`src/include/cp0_settings.svh`:
```
`ifndef CP0_SETTINGS_SVH
`define CP0_SETTINGS_SVH

// datapath and PC width
`define CP0_XLEN 64

// architectural register numbers, all at sel 0
`define CP0_REG_COUNT   5'd9
`define CP0_REG_COMPARE 5'd11
`define CP0_REG_STATUS  5'd12
`define CP0_REG_CAUSE   5'd13
`define CP0_REG_EPC     5'd14

`define CP0_STATUS_RESET 32'h0040_0004  // BEV set, IE/EXL/IM7 clear
`define CP0_STATUS_IM7   15             // timer interrupt mask

// single handler entry, no nested vectors
`define CP0_TRAP_VECTOR 64'hffff_ffff_8000_0180

// ExcCode values
`define CP0_EXC_INT 5'h00
`define CP0_EXC_SYS 5'h08
`define CP0_EXC_BP  5'h09
`define CP0_EXC_RI  5'h0a
`define CP0_EXC_OV  5'h0c

`endif

```
`src/hw/cp0_reg_pkg.sv`:
```
`default_nettype none

`include "cp0_settings.svh"

package cp0_reg_pkg;

    // full-width data and PC values
    typedef logic [`CP0_XLEN-1:0] xlen_t;

    // 32-bit registers: Status, Cause, Count, Compare
    typedef logic [31:0] word_t;

    // mtc0/mfc0 addressing
    typedef logic [4:0] regnum_t;
    typedef logic [2:0] sel_t;

    // Cause.ExcCode field, bits 6:2
    typedef logic [4:0] exc_code_t;

endpackage

`default_nettype wire

```
`src/hw/cp0_bus_pkg.sv`:
```
`default_nettype none

package cp0_bus_pkg;

    // one cycle of core-to-cp0 traffic
    typedef struct packed {
        logic                 mtc0;     // write strobe
        logic                 eret;     // return from handler
        cp0_reg_pkg::regnum_t regnum;
        cp0_reg_pkg::sel_t    sel;
        cp0_reg_pkg::xlen_t   wr_data;
    } cp0_access_t;

    // synchronous exception causes seen this cycle
    typedef struct packed {
        logic overflow;
        logic reserved_inst;
        logic syscall;
        logic break_;
    } exc_event_t;

    // fetch redirect toward the pipeline front end
    typedef struct packed {
        logic               valid;
        cp0_reg_pkg::xlen_t target;
    } redirect_t;

endpackage

`default_nettype wire

```
`src/hw/exc_prioritizer.sv`:
```
`default_nettype none
`timescale 1ns/100ps

`include "cp0_settings.svh"

module exc_prioritizer (
    input  cp0_bus_pkg::exc_event_t events,
    output logic                    exc_valid,
    output cp0_reg_pkg::exc_code_t  exc_code
);
    import cp0_reg_pkg::*;

    exc_code_t code_sel;

    // any cause at all; EXL masking happens in cp0
    assign exc_valid = |events;

    // fixed priority, overflow wins
    always_comb begin
        code_sel = `CP0_EXC_INT;
        if (events.overflow) begin
            code_sel = `CP0_EXC_OV;
        end else if (events.reserved_inst) begin
            code_sel = `CP0_EXC_RI;
        end else if (events.syscall) begin
            code_sel = `CP0_EXC_SYS;
        end else if (events.break_) begin
            code_sel = `CP0_EXC_BP;
        end
    end

    assign exc_code = code_sel;

endmodule

`default_nettype wire

```
`src/hw/cp0_timer.sv`:
```
`default_nettype none
`timescale 1ns/100ps

`include "cp0_settings.svh"

module cp0_timer (
    input  logic                     clock,
    input  logic                     rst_n,
    input  cp0_bus_pkg::cp0_access_t access,
    output cp0_reg_pkg::word_t       count,
    output cp0_reg_pkg::word_t       compare,
    output logic                     timer_irq
);
    import cp0_reg_pkg::*;

    word_t wr_word;
    logic  count_wr;
    logic  compare_wr;
    logic  armed_q;  // compare written at least once
    logic  match;

    assign wr_word = access.wr_data[31:0];  // both registers are 32 bits

    assign count_wr   = access.mtc0 && (access.regnum == `CP0_REG_COUNT) &&
                        (access.sel == '0);
    assign compare_wr = access.mtc0 && (access.regnum == `CP0_REG_COMPARE) &&
                        (access.sel == '0);

    // no match before the first compare write
    assign match = armed_q && (count == compare);

    // free running, wraps
    always_ff @(posedge clock or negedge rst_n) begin
        if (!rst_n) begin
            count <= '0;
        end else if (count_wr) begin
            count <= wr_word;
        end else begin
            count <= count + 32'd1;
        end
    end

    always_ff @(posedge clock or negedge rst_n) begin
        if (!rst_n) begin
            compare <= '0;
            armed_q <= 1'b0;
        end else if (compare_wr) begin
            compare <= wr_word;
            armed_q <= 1'b1;
        end
    end

    // level held until software rewrites compare
    always_ff @(posedge clock or negedge rst_n) begin
        if (!rst_n) begin
            timer_irq <= 1'b0;
        end else if (compare_wr) begin
            timer_irq <= 1'b0;  // acknowledge beats a same-cycle match
        end else if (match) begin
            timer_irq <= 1'b1;
        end
    end

    irq_after_match: assert property (
        @(posedge clock) disable iff (!rst_n)
        $rose(timer_irq) |-> $past(match)
    ) else $error("timer_irq rose without a count/compare match");

endmodule

`default_nettype wire

```
`src/hw/cp0.sv`:
```
`default_nettype none
`timescale 1ns/100ps

`include "cp0_settings.svh"

module cp0 (
    input  logic                     clock,
    input  logic                     rst_n,
    input  cp0_bus_pkg::cp0_access_t access,
    input  cp0_reg_pkg::xlen_t       next_pc,
    input  logic                     exc_valid,
    input  cp0_reg_pkg::exc_code_t   exc_code,
    input  logic                     timer_irq,
    input  cp0_reg_pkg::word_t       count,
    input  cp0_reg_pkg::word_t       compare,
    output cp0_reg_pkg::xlen_t       rd_data,
    output cp0_reg_pkg::xlen_t       epc,
    output logic                     trap_taken
);
    import cp0_reg_pkg::*;

    localparam word_t STATUS_RESET = `CP0_STATUS_RESET;

    logic [31:2] status_hi_q;   // status above EXL
    logic        ie_q;          // global interrupt enable
    logic        exl_q;         // kept apart from the rest of status
    exc_code_t   cause_code_q;
    word_t       status_word;
    word_t       cause_word;
    logic        status_wr;
    logic        epc_wr;
    logic        irq_pending;

    assign status_wr = access.mtc0 && (access.regnum == `CP0_REG_STATUS) &&
                       (access.sel == '0);
    assign epc_wr    = access.mtc0 && (access.regnum == `CP0_REG_EPC) &&
                       (access.sel == '0);

    assign status_word = {status_hi_q, exl_q, ie_q};

    // IP7 is the live timer level, rest of the hardware/software bits are zero
    assign cause_word = {16'b0, timer_irq, 8'b0, cause_code_q, 2'b0};

    assign irq_pending = timer_irq && ie_q && status_hi_q[`CP0_STATUS_IM7];

    // taken in the cycle of the cause
    assign trap_taken = !exl_q && (exc_valid || irq_pending);

    always_ff @(posedge clock or negedge rst_n) begin
        if (!rst_n) begin
            status_hi_q <= STATUS_RESET[31:2];
            ie_q        <= STATUS_RESET[0];
        end else if (status_wr && !trap_taken) begin
            status_hi_q <= access.wr_data[31:2];
            ie_q        <= access.wr_data[0];
        end
    end

    // trap first, then eret, then software write
    always_ff @(posedge clock or negedge rst_n) begin
        if (!rst_n) begin
            exl_q <= STATUS_RESET[1];
        end else if (trap_taken) begin
            exl_q <= 1'b1;
        end else if (access.eret) begin
            exl_q <= 1'b0;
        end else if (status_wr) begin
            exl_q <= access.wr_data[1];
        end
    end

    always_ff @(posedge clock or negedge rst_n) begin
        if (!rst_n) begin
            epc <= '0;
        end else if (trap_taken) begin
            epc <= next_pc;  // resume point of the faulting flow
        end else if (epc_wr) begin
            epc <= access.wr_data;
        end
    end

    always_ff @(posedge clock or negedge rst_n) begin
        if (!rst_n) begin
            cause_code_q <= `CP0_EXC_INT;
        end else if (trap_taken) begin
            // interrupt trap records code 0
            cause_code_q <= exc_valid ? exc_code : `CP0_EXC_INT;
        end
    end

    // sel is ignored on reads
    always_comb begin
        case (access.regnum)
            `CP0_REG_COUNT:   rd_data = xlen_t'(count);
            `CP0_REG_COMPARE: rd_data = xlen_t'(compare);
            `CP0_REG_STATUS:  rd_data = xlen_t'(status_word);
            `CP0_REG_CAUSE:   rd_data = xlen_t'(cause_word);
            `CP0_REG_EPC:     rd_data = epc;
            default:          rd_data = '0;
        endcase
    end

    // input rule on the core side
    no_eret_with_exc: assert property (
        @(posedge clock) disable iff (!rst_n)
        !(access.eret && exc_valid)
    ) else $error("eret and an exception event in the same cycle");

    // a trap enters the handler and blocks a second trap
    trap_sets_exl: assert property (
        @(posedge clock) disable iff (!rst_n)
        trap_taken |=> exl_q && !trap_taken
    ) else $error("trap taken while EXL was set");

endmodule

`default_nettype wire

```
`src/hw/trap_redirect.sv`:
```
`default_nettype none
`timescale 1ns/100ps

`include "cp0_settings.svh"

module trap_redirect (
    input  logic                   clock,
    input  logic                   rst_n,
    input  logic                   trap_taken,
    input  logic                   eret,
    input  cp0_reg_pkg::xlen_t     epc,
    output cp0_bus_pkg::redirect_t redirect
);
    import cp0_reg_pkg::*;

    xlen_t target_d;
    xlen_t target_q;
    logic  valid_q;

    // trap goes to the handler, eret returns to the current EPC
    always_comb begin
        if (trap_taken) begin
            target_d = `CP0_TRAP_VECTOR;
        end else begin
            target_d = epc;
        end
    end

    always_ff @(posedge clock or negedge rst_n) begin
        if (!rst_n) begin
            valid_q <= 1'b0;
        end else begin
            valid_q <= trap_taken || eret;  // one-cycle pulse, never held
        end
    end

    always_ff @(posedge clock) begin
        target_q <= target_d;
    end

    assign redirect = '{valid: valid_q, target: target_q};

    single_cycle_pulse: assert property (
        @(posedge clock) disable iff (!rst_n)
        valid_q && !(trap_taken || eret) |=> !valid_q
    ) else $error("redirect held without a new trap or eret");

endmodule

`default_nettype wire

```
`src/hw/cp0_subsystem.sv`:
```
`default_nettype none
`timescale 1ns/100ps

module cp0_subsystem (
    input  logic                     clock,
    input  logic                     rst_n,
    input  cp0_bus_pkg::cp0_access_t access,
    input  cp0_bus_pkg::exc_event_t  events,
    input  cp0_reg_pkg::xlen_t       next_pc,
    output cp0_reg_pkg::xlen_t       rd_data,
    output cp0_reg_pkg::xlen_t       epc,
    output logic                     trap_taken,
    output cp0_bus_pkg::redirect_t   redirect
);

    logic                   exc_valid;
    cp0_reg_pkg::exc_code_t exc_code;
    cp0_reg_pkg::word_t     count;
    cp0_reg_pkg::word_t     compare;
    logic                   timer_irq;  // IP7

    exc_prioritizer u_exc_prioritizer (
        .events    (events),
        .exc_valid (exc_valid),
        .exc_code  (exc_code)
    );

    cp0_timer u_cp0_timer (
        .clock     (clock),
        .rst_n     (rst_n),
        .access    (access),
        .count     (count),
        .compare   (compare),
        .timer_irq (timer_irq)
    );

    cp0 u_cp0 (
        .clock      (clock),
        .rst_n      (rst_n),
        .access     (access),
        .next_pc    (next_pc),
        .exc_valid  (exc_valid),
        .exc_code   (exc_code),
        .timer_irq  (timer_irq),
        .count      (count),
        .compare    (compare),
        .rd_data    (rd_data),
        .epc        (epc),
        .trap_taken (trap_taken)
    );

    trap_redirect u_trap_redirect (
        .clock      (clock),
        .rst_n      (rst_n),
        .trap_taken (trap_taken),
        .eret       (access.eret),
        .epc        (epc),
        .redirect   (redirect)
    );

endmodule

`default_nettype wire

```
`config.mk`:
```
export PLATFORM = sky130hd
export DESIGN_NAME = cp0_subsystem
export DESIGN_NICKNAME = d
export VERILOG_FILES = /design/src/hw/cp0_reg_pkg.sv /design/src/hw/cp0_bus_pkg.sv /design/src/hw/exc_prioritizer.sv /design/src/hw/cp0_timer.sv /design/src/hw/cp0.sv /design/src/hw/trap_redirect.sv /design/src/hw/cp0_subsystem.sv
export VERILOG_INCLUDE_DIRS = /design/src /design/src/include
export SDC_FILE = /design/constraint.sdc
export NUM_CORES = 1
export LEC_CHECK = 0
export ABC_CLOCK_PERIOD_IN_PS = 3200
export BUFFER_PORTS_ARGS = -buffer_cell sky130_fd_sc_hd__buf_2
export CAP_MARGIN = 15
export CORE_MARGIN = 2
export CORE_UTILIZATION = 36
export CTS_BUF_LIST = sky130_fd_sc_hd__clkbuf_4 sky130_fd_sc_hd__clkbuf_8 sky130_fd_sc_hd__clkbuf_16
export DETAILED_ROUTE_END_ITERATION = 8
export GPL_ROUTABILITY_DRIVEN = 0
export GPL_TIMING_DRIVEN = 0
export PLACE_DENSITY = 0.68
export SLEW_MARGIN = 20
export SYNTH_ARGS = -nofsm -noshare
export SYNTH_HDL_FRONTEND = slang
export SYNTH_SLANG_ARGS = --single-unit
```
`constraint.sdc`:
```
create_clock -name clock -period 3.2 [get_ports clock]
set_clock_uncertainty 0.1 [all_clocks]
set_input_delay 0.64 -clock clock [delete_from_list [all_inputs] [get_ports clock]]
set_output_delay 0.64 -clock clock [all_outputs]
set_load 0.01 [all_outputs]
```
==> results.json <==
{
  "power.switching_mw": 3.99,
  "avgSynthCellArea_um2": 10.6,
  "area_growth_pct": 30.1,
  "clk_latency_ns": 0.53,
  "whs_ns": 0.212,
  "synth.cell_area_mm2": 0.0107,
  "synth-seq-area-share_pct": 51.2,
  "min_period_ns": 3.09,
  "endpoint": "rd_data[31]",
  "critPathLaunch": "access[71]",
  "maxCapViolCount": 0,
  "crit_path_end_kind": "primary output",
  "row_count": 63,
  "hold_viol_final": 0,
  "die_y_um": 176,
  "dr_total_vias": 9432,
  "clkTransAtPathRegs_ns": 0.06,
  "pwr-share-comb_pct": 30.7,
  "swShare_pct": 36.0,
  "path_class": "in -> out",
  "p_leak_nw": 7.38,
  "synthTopCellsByCount": "dfrtp_1 (165), nand2_1 (107), mux2i_1 (96), o21ai_0 (84), dfxtp_1 (64)",
  "finalNetCount": 1519,
  "routedWlPerCell_um": 21.1,
  "cts.sink_count": 231,
  "via_per_inst": 5.28,
  "clkPwrFrac_pct": 27.6,
  "r2r_cells": 7,
  "ys_warn_count": 0,
  "worst-path-max-fanout": 10,
  "core_area_mm2": 0.0294,
  "grt_start_max_net_pins": 69,
  "synth_cell_types": 49,
  "groute.usage.overall_pct": 23.6,
  "ys_ff_latch": 231,
  "setup_violations": 0,
  "required_ns": 2.46,
  "cts_tree": "done",
  "p_seq_share_pct": 41.7,
  "synth.largest_area_cell": "dfrtp_1",
  "drc": 0,
  "slew_headroom_pct": 34.0,
  "power_density_mw_per_mm2": 800,
  "cp.arrival_ns": 2.35,
  "first_pass_iters": 6,
  "drt-total-wl_um": 37700,
  "synthCells": 1006,
  "status": "completed",
  "die_area_mm2": 0.0310,
  "tightest_slew_ns": 0.988,
  "post-synth-top-area-fraction_pct": 38.7,
  "rsz0062_at_grt": "false",
  "root_buffer": "clkbuf_16",
  "synth_nets": 1151,
  "reg2reg_from": "u_cp0.exl_q$_DFFE_PN0P_",
  "synth_edf_count": 0,
  "cts.path.max_buffers": 3,
  "grt_pass1_vias": 9096,
  "async_reset_ff_share_pct": 72.3,
  "grt_first_pass_wirelength_um": 55400,
  "internal_power_mw": 7.11,
  "synthFlopType": "dfrtp_1",
  "grt_overflow_total": 0,
  "hold_depth": 3,
  "cts.htree.levels": 1,
  "vdd_ir_drop_max_v": 0.000476,
  "ant_nets": 0,
  "die_w_um": 176,
  "post-route-period-util_pct": 96.5,
  "timing.fmax_ghz": 0.324,
  "holdCritPathClass": "in -> reg",
  "synth_area_leaders": "dfrtp_1 (39%), dfxtp_1 (12%), mux2i_1 (9.0%)",
  "drtIter0Drc": 671,
  "r2r-end": "u_cp0.epc[15]$_DFFE_PN0P_",
  "reg2reg_slack_ns": 0.66,
  "yosysMostFrequentCell": "dfrtp_1",
  "drv_slew": 0,
  "start_util_pct": 36.3,
  "dpl.hpwl_um": 28100,
  "ioPinCount": 338,
  "start_kind": "input pin",
  "antenna_found_initial": 4,
  "cts_buffers": 27,
  "post-route-util_pct": 47.2,
  "io_buffers": 336,
  "drive_gt1_share_pct": 34.2
}
-- metrics by stage --
stage	instances	TNS (ns)	area [um2]	setup WS, ns	power, mW
after detailed placement	1735	-17.92	12900	-0.556	8.09
after CTS	1785	0	13900	0.00872	11.2
after floorplan	1006	0	10700	0.344	6.24
after global placement	1732	-248.78	12800	-1.42	7.99
after global routing	1784	0	13900	0.0115	11.7
final	1785	0	13900	0.113	11.1
-- metal layers --
metal  GRT usage, %  up-vias  share of wire (%)
met3           4.82       62                7.5
met2           41.0      397                 49
met5              0        -               0.13
met1           29.9     4661                 41
li1               -     4304                  -
met4           6.78        8                2.5
-- cell usage in the layout (no fill, tap or decap), types with 8 or more instances in the layout --
cell type    n
dfxtp_1     64
mux2i_1     96
o31ai_1     14
o21ai_0     84
and3_1      37
mux2_1      27
nand2b_1    38
a221o_1     28
mux2_2      36
a31oi_1     19
nor2_1      49
clkbuf_4    10
nand3_1     17
buf_2      354
buf_4       11
and2_1      32
dfrtp_1    165
nor4_1       8
clkbuf_16   28
clkbuf_1    37
xor2_1      40
nand4_1      8
nand2_1    107
or4_1       14
clkbuf_8    10
-- critical path, stage by stage --
cell      delay (ns)
buf_2           0.12
nor4bb_1        0.28
clkbuf_2        0.26
and2_1          0.34
buf_4           0.30
a221o_1         0.25
buf_2           0.17
-- registers in the layout, summed over array words and instances (netlist names) --
name and count:
u_cp0_timer.timer_irq 1, u_cp0_timer.compare 32, u_cp0.ie_q 1, u_cp0.exl_q 1, u_cp0.epc 64, u_trap_redirect.target_q 64
u_trap_redirect.valid_q 1, u_cp0_timer.count 32, u_cp0.cause_code_q 4, u_cp0.status_hi_q 30, u_cp0_timer.armed_q 1
-- power by group through the flow --
stage	combinational [mW]	sequential (mW)	clock (mW)
after floorplan	1.42	4.83	0
after global placement	3.36	4.63	0
after detailed placement	3.41	4.68	0
after CTS	3.45	4.63	3.12
after global routing	3.74	4.74	3.24
final	3.41	4.63	3.06
-- final cells by class --
cell class                      instances  area (um2)
Timing Repair Buffer                  341        1770
Antenna cell                            1        2.50
Buffer                                 77         403
Sequential cell                       231        5460
Inverter                                5        22.5
Multi-Input combinational cell        691        4820
Fill cell                            2799       15500
Clock buffer                           44         871
Tap cell                              390         488
Clock inverter                          5        30.0
-- what timing repair did --
action	in CTS	in global routing
hold buffers	1	0
hold endpoints to repair	45	0
buffers inserted	1	0
pin swaps	0	0
endpoints found under the setup margin	31	32
gates resized for setup	25	16
-- cells by family after synthesis --
family,synth area share [%]
simple gates,16.4
flops,51.2
mux,15.7
compound gates,9.20
buf+inv,3.66
xor+xnor,3.70
fa+ha+maj,0.117
-- how the worst min path moves through the flow --
stage,from,endpoint,slack (ns)
after CTS,next_pc[9],u_cp0.epc[9]$_DFFE_PN0P_,0.19
after global placement,u_cp0_timer.armed_q$_DFFE_PN0P_,u_cp0_timer.armed_q$_DFFE_PN0P_,0.35
final,next_pc[13],u_cp0.epc[13]$_DFFE_PN0P_,0.21
after detailed placement,u_cp0_timer.armed_q$_DFFE_PN0P_,u_cp0_timer.armed_q$_DFFE_PN0P_,0.38
after global routing,next_pc[10],u_cp0.epc[10]$_DFFE_PN0P_,0.21
after floorplan,rst_n,u_cp0.cause_code_q[0]$_DFFE_PN0P_,0.24
(Power assumes the default switching activity.)
